File: src/verilog/zb_consts.svh
`ifndef ZB_CONSTS_SVH
`define ZB_CONSTS_SVH

// bus widths
`define ZB_ADDR_W      32
`define ZB_DATA_W      32
`define ZB_CSR_IDX_W   3

// processor dram window, this bit pattern is xor-ed out of each address
`define ZB_DRAM_WINDOW 32'h8000_0000

// 120 MiB offset upper limit of the allocated region
`define ZB_MEM_LIMIT   32'h0780_0000

// profiler region field, address bits 29 down to 23
`define ZB_PROF_W      128
`define ZB_PROF_MSB    29
`define ZB_PROF_IDX_W  7

// host register map
`define ZB_CSR_RUN     3'd0
`define ZB_CSR_BASE    3'd1
`define ZB_CSR_PROF0   3'd2
`define ZB_CSR_PROF1   3'd3
`define ZB_CSR_PROF2   3'd4
`define ZB_CSR_PROF3   3'd5
`define ZB_CSR_COUNT   3'd6

`endif

File: src/verilog/zb_pkg.sv
`include "zb_consts.svh"

package zb_pkg;

   typedef logic [`ZB_ADDR_W-1:0]     zb_addr_t;
   typedef logic [`ZB_DATA_W-1:0]     zb_word_t;
   typedef logic [`ZB_CSR_IDX_W-1:0]  zb_csr_idx_t;
   typedef logic [`ZB_PROF_IDX_W-1:0] zb_region_t;
   typedef logic [`ZB_PROF_W-1:0]     zb_bitmap_t;

   // processor side request, address still in the dram window
   typedef struct packed
   {
      logic     wr;
      zb_addr_t addr;
   } zb_mem_req_t;

   // request rebased into host physical memory
   typedef struct packed
   {
      logic     wr;
      zb_addr_t addr;
      // offset was at or above the upper limit
      logic     high;
   } zb_dram_req_t;

endpackage

File: src/verilog/zb_dram_rebase.sv
`include "zb_consts.svh"

module zb_dram_rebase
   import zb_pkg::*;
(
   input  logic        aclk_i,
   input  logic        rst_n_i,

   // processor request, one strobe per request
   input  logic        req_v_i,
   input  zb_mem_req_t req_i,

   // to the profiler stage
   output logic        stg_v_o,
   output zb_mem_req_t stg_req_o,
   output logic        stg_high_o
);

   zb_addr_t    offset;
   logic        high;
   logic        stg_v_r;
   zb_mem_req_t stg_req_r;
   logic        stg_high_r;

   // flip the window bit to get the offset into the dram region
   // bits 29 to 23 pass through untouched, so the region index survives
   always_comb
   begin
      offset = req_i.addr ^ `ZB_DRAM_WINDOW;
      high   = (offset >= `ZB_MEM_LIMIT);
   end

   always_ff @(posedge aclk_i)
   begin
      if (!rst_n_i)
         stg_v_r <= 1'b0;
      else
         stg_v_r <= req_v_i;
   end

   // payload only loads on a valid request
   always_ff @(posedge aclk_i)
   begin
      if (req_v_i)
      begin
         stg_req_r.wr   <= req_i.wr;
         stg_req_r.addr <= offset;
         stg_high_r     <= high;
      end
   end

   assign stg_v_o    = stg_v_r;
   assign stg_req_o  = stg_req_r;
   assign stg_high_o = stg_high_r;

endmodule

File: src/verilog/zb_mem_profiler.sv
`include "zb_consts.svh"

module zb_mem_profiler
   import zb_pkg::*;
(
   input  logic         aclk_i,
   input  logic         rst_n_i,

   // from the rebase stage
   input  logic         stg_v_i,
   input  zb_mem_req_t  stg_req_i,
   input  logic         stg_high_i,

   // control from the host registers
   input  logic         run_i,
   input  zb_addr_t     base_i,

   // rebased request towards host memory
   output logic         dram_v_o,
   output zb_dram_req_t dram_req_o,

   // profiler state back to the host registers
   output zb_bitmap_t   bitmap_o,
   output zb_word_t     count_o
);

   zb_addr_t     host_addr;
   zb_region_t   region;
   logic         dram_v_r;
   zb_dram_req_t dram_req_r;
   zb_bitmap_t   bitmap_r;
   zb_word_t     count_r;

   always_comb
   begin
      host_addr = stg_req_i.addr + base_i;
      region    = stg_req_i.addr[`ZB_PROF_MSB -: `ZB_PROF_IDX_W];
   end

   always_ff @(posedge aclk_i)
   begin
      if (!rst_n_i)
         dram_v_r <= 1'b0;
      else
         dram_v_r <= stg_v_i;
   end

   always_ff @(posedge aclk_i)
   begin
      if (stg_v_i)
      begin
         dram_req_r.wr   <= stg_req_i.wr;
         dram_req_r.addr <= host_addr;
         dram_req_r.high <= stg_high_i;
      end
   end

   // held clear while the processor is kept in reset
   // count wraps at 32 bits
   always_ff @(posedge aclk_i)
   begin
      if (!rst_n_i || !run_i)
      begin
         bitmap_r <= '0;
         count_r  <= '0;
      end
      else if (stg_v_i)
      begin
         bitmap_r[region] <= 1'b1;
         count_r          <= count_r + 1'b1;
      end
   end

   assign dram_v_o   = dram_v_r;
   assign dram_req_o = dram_req_r;
   assign bitmap_o   = bitmap_r;
   assign count_o    = count_r;

endmodule

File: src/verilog/zb_csr_regs.sv
`include "zb_consts.svh"

module zb_csr_regs
   import zb_pkg::*;
(
   input  logic        aclk_i,
   input  logic        rst_n_i,

   // host access
   input  logic        csr_wr_v_i,
   input  logic        csr_rd_v_i,
   input  zb_csr_idx_t csr_idx_i,
   input  zb_word_t    csr_wdata_i,
   output zb_word_t    csr_rdata_o,
   output logic        csr_rdata_v_o,

   // profiler state, read only from the host
   input  zb_bitmap_t  bitmap_i,
   input  zb_word_t    count_i,

   // control levels
   output logic        run_o,
   output zb_addr_t    base_o
);

   logic     run_r;
   zb_addr_t base_r;
   zb_word_t rdata_r;
   logic     rdata_v_r;
   zb_word_t rdata_mux;

   // writable registers, writes to the other indices are dropped
   always_ff @(posedge aclk_i)
   begin
      if (!rst_n_i)
      begin
         run_r  <= 1'b0;
         base_r <= '0;
      end
      else if (csr_wr_v_i)
      begin
         case (csr_idx_i)
            `ZB_CSR_RUN:  run_r  <= csr_wdata_i[0];
            `ZB_CSR_BASE: base_r <= csr_wdata_i;
            default:      ;
         endcase
      end
   end

   // read select, bitmap words go lowest word first
   always_comb
   begin
      case (csr_idx_i)
         `ZB_CSR_RUN:   rdata_mux = {{(`ZB_DATA_W-1){1'b0}}, run_r};
         `ZB_CSR_BASE:  rdata_mux = base_r;
         `ZB_CSR_PROF0: rdata_mux = bitmap_i[31:0];
         `ZB_CSR_PROF1: rdata_mux = bitmap_i[63:32];
         `ZB_CSR_PROF2: rdata_mux = bitmap_i[95:64];
         `ZB_CSR_PROF3: rdata_mux = bitmap_i[127:96];
         `ZB_CSR_COUNT: rdata_mux = count_i;
         default:       rdata_mux = '0;
      endcase
   end

   // read data comes back one cycle after the strobe
   always_ff @(posedge aclk_i)
   begin
      if (!rst_n_i)
         rdata_v_r <= 1'b0;
      else
         rdata_v_r <= csr_rd_v_i;
   end

   always_ff @(posedge aclk_i)
   begin
      if (csr_rd_v_i)
         rdata_r <= rdata_mux;
   end

   assign csr_rdata_o   = rdata_r;
   assign csr_rdata_v_o = rdata_v_r;
   // run also acts as the processor's reset release
   assign run_o         = run_r;
   assign base_o        = base_r;

endmodule

File: src/verilog/zb_top.sv
module zb_top
   import zb_pkg::*;
(
   input  logic         aclk_i,
   input  logic         rst_n_i,

   // processor dram requests
   input  logic         req_v_i,
   input  zb_mem_req_t  req_i,
   output logic         dram_v_o,
   output zb_dram_req_t dram_req_o,

   // host register access
   input  logic         csr_wr_v_i,
   input  logic         csr_rd_v_i,
   input  zb_csr_idx_t  csr_idx_i,
   input  zb_word_t     csr_wdata_i,
   output zb_word_t     csr_rdata_o,
   output logic         csr_rdata_v_o,

   // processor reset control, low holds it in reset
   output logic         run_o
);

   logic        stg_v;
   zb_mem_req_t stg_req;
   logic        stg_high;
   zb_addr_t    base;
   zb_bitmap_t  bitmap;
   zb_word_t    count;

   zb_dram_rebase i_rebase
   (
      .aclk_i     (aclk_i),
      .rst_n_i    (rst_n_i),
      .req_v_i    (req_v_i),
      .req_i      (req_i),
      .stg_v_o    (stg_v),
      .stg_req_o  (stg_req),
      .stg_high_o (stg_high)
   );

   zb_mem_profiler i_profiler
   (
      .aclk_i     (aclk_i),
      .rst_n_i    (rst_n_i),
      .stg_v_i    (stg_v),
      .stg_req_i  (stg_req),
      .stg_high_i (stg_high),
      .run_i      (run_o),
      .base_i     (base),
      .dram_v_o   (dram_v_o),
      .dram_req_o (dram_req_o),
      .bitmap_o   (bitmap),
      .count_o    (count)
   );

   zb_csr_regs i_csr
   (
      .aclk_i        (aclk_i),
      .rst_n_i       (rst_n_i),
      .csr_wr_v_i    (csr_wr_v_i),
      .csr_rd_v_i    (csr_rd_v_i),
      .csr_idx_i     (csr_idx_i),
      .csr_wdata_i   (csr_wdata_i),
      .csr_rdata_o   (csr_rdata_o),
      .csr_rdata_v_o (csr_rdata_v_o),
      .bitmap_i      (bitmap),
      .count_i       (count),
      .run_o         (run_o),
      .base_o        (base)
   );

endmodule

File: config.mk
export PLATFORM = sky130hd
export DESIGN_NAME = zb_top
export DESIGN_NICKNAME = d
export VERILOG_FILES = /design/src/verilog/zb_pkg.sv /design/src/verilog/zb_dram_rebase.sv /design/src/verilog/zb_mem_profiler.sv /design/src/verilog/zb_csr_regs.sv /design/src/verilog/zb_top.sv
export VERILOG_INCLUDE_DIRS = /design/src /design/src/verilog
export SDC_FILE = /design/constraint.sdc
export NUM_CORES = 1
export LEC_CHECK = 0
export ABC_AREA = 1
export ABC_CLOCK_PERIOD_IN_PS = 4100
export BUFFER_PORTS_ARGS = -buffer_cell sky130_fd_sc_hd__buf_2
export CAP_MARGIN = 0
export CORE_MARGIN = 10
export CORE_UTILIZATION = 30
export DETAILED_ROUTE_END_ITERATION = 10
export HOLD_SLACK_MARGIN = 0.05
export SLEW_MARGIN = 5
export SYNTH_ARGS = -nofsm -noshare
export SYNTH_HDL_FRONTEND = slang
export SYNTH_SLANG_ARGS = --single-unit
File: constraint.sdc
create_clock -name aclk_i -period 4.1 [get_ports aclk_i]
set_clock_uncertainty 0.1 [all_clocks]
set_input_delay 0 -clock aclk_i [delete_from_list [all_inputs] [get_ports aclk_i]]
set_output_delay 0 -clock aclk_i [all_outputs]
set_load 0.01 [all_outputs]
Yosys cells after proc, flatten, opt, wreduce, memory -nomap -nowiden
Cells that the tools add are included.
- memory bits (read-only): 0
- flip-flop bits (word level): 296
- latch bits: 0
- output and inout port bits: 69
- bits in writable memories: 0
- input port bits: 73
- logic and storage cells: 37
- memories kept: 0
- divide/modulo/power cells: 0
- shift operators: 0
- $lt $le $gt $ge: 3
- multiplexer cells: 3
- equal/unequal tests: 6
- $mul: 0
- bitwise operators: 2
- add/subtract/negate cells: 2
- reductions and logical operators: 7
- operators with widths (operator ; count):
    case mux 32 bit (7 select lines) ; 1
    bitwise OR 128 bit ; 1
    adder 32 x 1 -> 32 bit, second input constant ; 1
    adder 32 bit ; 1
    >= comparator 32 x 27 -> 1 bit, second input constant ; 1
    == test 3 bit, second input constant ; 3
    < comparator 7 x 8 -> 1 bit, second input constant ; 1
    demux 1 bit (select 7 bit) ; 1
    >= comparator 7 x 1 -> 1 bit, second input constant ; 1
    == test 3 x 2 -> 1 bit, second input constant ; 2
    AND reduction 2 bit ; 2
    == test 3 x 1 -> 1 bit, second input constant ; 1
    logical NOT 3 bit ; 1
    logical NOT 1 bit ; 2
    logical AND 1 bit ; 1
    logical OR 1 bit ; 1
    two-way mux 1 bit ; 1
    inverter 1 bit ; 1

Depth between registers and ports, before layout
- word-level depth: 5
- gate-level depth with buffers: 12
- mapped depth without buffers: 12

Cells and area by module
Synthesis repeated with hierarchy kept, for this count alone.
- cells, all modules: 1978
- area total of the unflattened synthesis: 14954.3 µm²
- by module, submodules not included (module ; cells each ; seq. area each (µm²) ; instances ; area each (µm²)):
    zb_mem_profiler ; 1232 ; 4244.1 ; 1 ; 9252.6
    zb_csr_regs ; 699 ; 1641.6 ; 1 ; 4604.4
    zb_dram_rebase ; 47 ; 1041.0 ; 1 ; 1097.3

Worst setup path before layout
Ideal clock, no wire load.
- path type: reg-to-reg
- start: register i_rebase.stg_v_r, in the netlist i_rebase.stg_v_o
- end: register i_profiler.count_r[8], in the netlist i_profiler.count_o[8]
- data required time: 3881 ps
- cell stages (with the launch flop): 8
- setup time: 119 ps
- path buffers: 1
- setup slack: 1800 ps
- arrival: 2081 ps
- period minus slack after synthesis: 2300 ps
- cells stage by stage: dfxtp_1 -> buf_4 -> nand2_1 -> nor2_2 -> nand4_2 -> or2_0 -> o21ai_0 -> a21oi_1
- RTL lines (element ; line ; text):
    start, declared ; zb_dram_rebase.sv:21 ; logic stg_v_r;
    start signal, assigned ; zb_dram_rebase.sv:38 ; stg_v_r <= req_v_i;
    end signal, assigned ; zb_mem_profiler.sv:70 ; count_r <= count_r + 1'b1;
    end, declared ; zb_mem_profiler.sv:32 ; zb_word_t count_r;

Worst setup path in the final report
- start: input csr_idx_i[1]
- end: register i_csr.base_r[23], in the netlist i_csr.base_o[23]
- word-level cells in the longest chain between the ends: 2
- RTL lines (element ; line ; text):
    start, declared ; zb_top.sv:16 ; input zb_csr_idx_t csr_idx_i,
    == test 3 x 1 -> 1 bit ; zb_csr_regs.sv:42 ; case (csr_idx_i)
    AND reduction 2 bit (no line) ; - ;
    end signal, assigned ; zb_csr_regs.sv:44 ; `ZB_CSR_BASE: base_r <= csr_wdata_i;
    end, declared ; zb_csr_regs.sv:27 ; zb_addr_t base_r;
No other way between the ends.
A chain may end at the register's enable or synchronous reset.

==> impl_metrics.csv <==
group,metric,value,unit
routing,drc,0,
synth,synth_flop_cell,"dfxtp_1",
synth,syn_inst,1783,
sta,slew_headroom,0.1798,
routing,vias_per_cell,4.828,
placed_design,hpwl,34.29,mm
global_routing,use_met2,0.2591,
sta,hold_viol,0,
cells_and_area,num-nets-final,2119,
setup_path,r2r-start,"i_csr.base_o[0]",
global_routing,grt_max_degree,94,
cts,clk_pin_slew,60,ps
floorplanning,core,0.04548,mm²
cts,clk_latency,530,ps
sta,clock.fmax,0.3564,GHz
cts,htreeDepth,2,
setup_path,critical_path_class,"in2reg",
cells_and_area,drive_above_1_share,0.1153,
cells_and_area,fill_cells,4732,
pwr,vdd_drop_max,0.2693,mV
placed_design,port_buffers,141,
cts,numCtsBuffers,34,
hold_path,hold_path.class,"in2reg",
cts,root_buffer,"clkbuf_16",
sta,finalSetupViolCount,0,
floorplanning,io_pins,142,
synth,synth_seq_cells,296,
setup_path,reg2reg_to,"i_profiler.dram_req_o[29]",
cts,cts.repair.resized,0,
synth,synth_top_area_cell,"dfxtp_1",
synth,yosysSeqAreaShare,0.5010,
floorplanning,row_count,78,
routing,wl_per_cell,17.55,µm
pwr,cellLeakagePower,6.731,nW
routing,drt_iter0_markers,1148,
global_routing,grt-busiest-layer,"met2",
global_routing,grt_remaining_overflow,0,
hold_path,min_path_cells,2,
cts,cts_hold_buf,103,
cells_and_area,syn_to_final_growth,24.12,%
synth,avgSynthCellArea,7.754,µm²
sta,finalSetupTns,0,ps
synth,synth-edff-count,100,
placed_design,post-place-ws,1658,ps
routing,dr.pass1.iters,7,
setup_path,crit_fanout,33,
setup_path,crit_path_end_kind,"register",
routing,drt_wl_total,46.29,mm
synth,ys_warn_count,0,
synth,async_reset_ff_frac,0,
synth,syn_nets,1889,
global_routing,first_global_vias,12310,
setup_path,crit_required,4400,ps
hold_path,worstHoldStart,"req_i[11]",
sta,period_minus_slack,2806,ps
synth,synth_top_cell_area_share,0.2838,
outcome,status,"finished, final reports clean",
global_routing,antenna_found_initial,0,
floorplanning,start_util,0.3040,
routing,vias,12740,
sta,tightest_slew,1224,ps
setup_path,r2r_cells,12,
setup_path,start_kind,"primary input",
setup_path,rrSetupSlack,1760,ps
cells_and_area,num_antenna_cells,0,
cts,cts.sinks,296,
synth,ys_types,45,
cts,cts_tree,"built",
setup_path,worstPathArrival,3110,ps
job,maxCapViolations,0,
cts,postCtsSetupRepairBufs,0,
hold_path,holdPathEnd,"i_rebase.stg_req_o[11]",
placed_design,place_area,0.01505,mm²
sta,rsz0062_at_grt,"no",
synth,yosys-top-cells-area,"dfxtp_1 (28%), edfxtp_1 (22%), nand2_1 (12%), inv_1 (7.2%), a21oi_1 (6.6%)",
floorplanning,die_y,234.7,µm
synth,synth_area,0.01382,mm²
global_routing,met3_usage,0.03556,
cells_and_area,final_area,0.01716,mm²
pwr,powerDensity,391.7,mW/mm²
placed_design,place.gp.congestion,0.8988,
floorplanning,die_area,0.05507,mm²
sta,maxSlewViolCount,0,
global_routing,grt_pass1_wl,71.46,mm
global_routing,groute.usage.overall,0.1613,
floorplanning,die_x,234.7,µm
cts,clockBufferDepth,3,
sta,worst_slack,1294,ps
sta,period_share,0.6843,
global_routing,met1_usage,0.2161,
routing,ant_nets,0,
==> where the power goes <==
group	leakage, nW	switching, mW	internal (mW)
sequential	2.56	0.0570	3.12
combinational	3.63	0.380	0.220
clock	0.541	1.22	1.72
total	6.73	1.65	5.07
==> stage by stage <==
step	utilization	power [mW]	hold WS, ps	cells
detailed placement	0.3309	3.762	78.15	2474
global route	0.3773	6.984	91.73	2638
CTS	0.3773	6.775	69.17	2638
global placement	0.3309	3.759	77.08	2474
finish	0.3773	6.722	98.20	2638
floorplan	-	3.530	-2.369	1783
==> placed cells by master (no fill, tap or decap), types with 3 or more instances in the layout <==
master         count
dfxtp_1          195
nor2_2            11
o22ai_1           39
nand2_4            3
nand2_1          446
clkbuf_8           5
nand3_2            3
o221ai_1           6
nor3_2             5
o2111ai_1         10
clkbuf_16         36
nor3_1            22
edfxtp_1         100
buf_2            141
o21ai_1           28
a21oi_1          182
nand4_1           18
inv_1            266
clkbuf_1           7
nor2_1           221
dlygate4sd3_1    103
a22oi_1            3
xor2_1            16
o21ai_0           31
ha_1              32
buf_4              4
nand3_1           51
inv_2              6
o211ai_1          12
clkinv_2           4
==> flip-flops by register name, indices dropped and copies added (netlist names) <==
name,cells
i_profiler.dram_req_o,34
i_profiler.count_o,32
i_csr.run_o,1
i_csr.csr_rdata_o,32
i_csr.base_o,32
i_rebase.stg_v_o,1
i_rebase.stg_high_o,1
i_csr.csr_rdata_v_o,1
i_profiler.dram_v_o,1
i_profiler.bitmap_o,128
i_rebase.stg_req_o,33
==> kinds of logic (layout without fill, tap and decap cells) <==
group,after synthesis,after routing,share of synthesized area
buffers and inverters,326,581,0.09358
AOI/OAI and AO/OA,317,317,0.1264
and+or+nand+nor,793,793,0.2371
xor gates and xnor gates,18,18,0.01140
DFF,296,296,0.5010
adders and majority gates,33,33,0.03041
==> final cells by class <==
| type | count | area (µm²) | area share |
|---|---|---|---|
| Clock buffer | 51 | 1013 | 0.05906 |
| Clock inverter | 10 | 67.56 | 0.003938 |
| Inverter | 272 | 1021 | 0.05950 |
| Multi-Input combinational cell | 1161 | 5612 | 0.3270 |
| Sequential cell | 296 | 6928 | 0.4037 |
| Tap cell | 600 | 750.7 | 0.04375 |
| Timing Repair Buffer | 248 | 1767 | 0.1030 |
==> critical path, stage by stage <==
cell and delay (ps):
dlygate4sd3_1 550, buf_2 230, nor2_8 190, nand2_1 90, inv_2 450, nand2_2 560, o21ai_1 340, dlygate4sd3_1 600
nor2_1 40
==> layer usage <==
layer  wire length [µm]  up-vias
li1                   -     6221
met4                864        0
met5                  0        -
met1              20620     5986
met2              21020      472
met3               3782       58
==> cell usage after synthesis (3+ instances only) <==
| cell | n |
|---|---|
| nand2_1 | 447 |
| inv_1 | 266 |
| nor2_1 | 221 |
| dfxtp_1 | 196 |
| a21oi_1 | 182 |
| edfxtp_1 | 100 |
| nand3_1 | 51 |
| o22ai_1 | 39 |
| ha_1 | 32 |
| o21ai_0 | 31 |
| o21ai_1 | 28 |
| buf_2 | 26 |
| nor3_1 | 22 |
| nand4_1 | 18 |
| xor2_1 | 16 |
| clkbuf_1 | 15 |
| o211ai_1 | 12 |
| nor2_2 | 11 |
| o2111ai_1 | 10 |
| buf_4 | 8 |
| inv_2 | 6 |
| o221ai_1 | 6 |
| nor3_2 | 5 |
| buf_1 | 4 |
| a22oi_1 | 3 |
| nand3_2 | 3 |
==> worst max path at each step <==
| stage | startpoint | slack (ps) | end |
|---|---|---|---|
| after floorplan | i_rebase.stg_v_o | 1800 | i_profiler.count_o[8] |
| after global placement | csr_idx_i[1] | 1780 | i_csr.base_o[0] |
| after detailed placement | csr_idx_i[0] | 1660 | i_csr.base_o[30] |
| after CTS | csr_idx_i[1] | 1450 | i_csr.base_o[12] |
| after global routing | csr_idx_i[1] | 1200 | i_csr.base_o[12] |
| final | csr_idx_i[1] | 1290 | i_csr.base_o[23] |
Note: power is estimated with default switching activity, not from simulation.
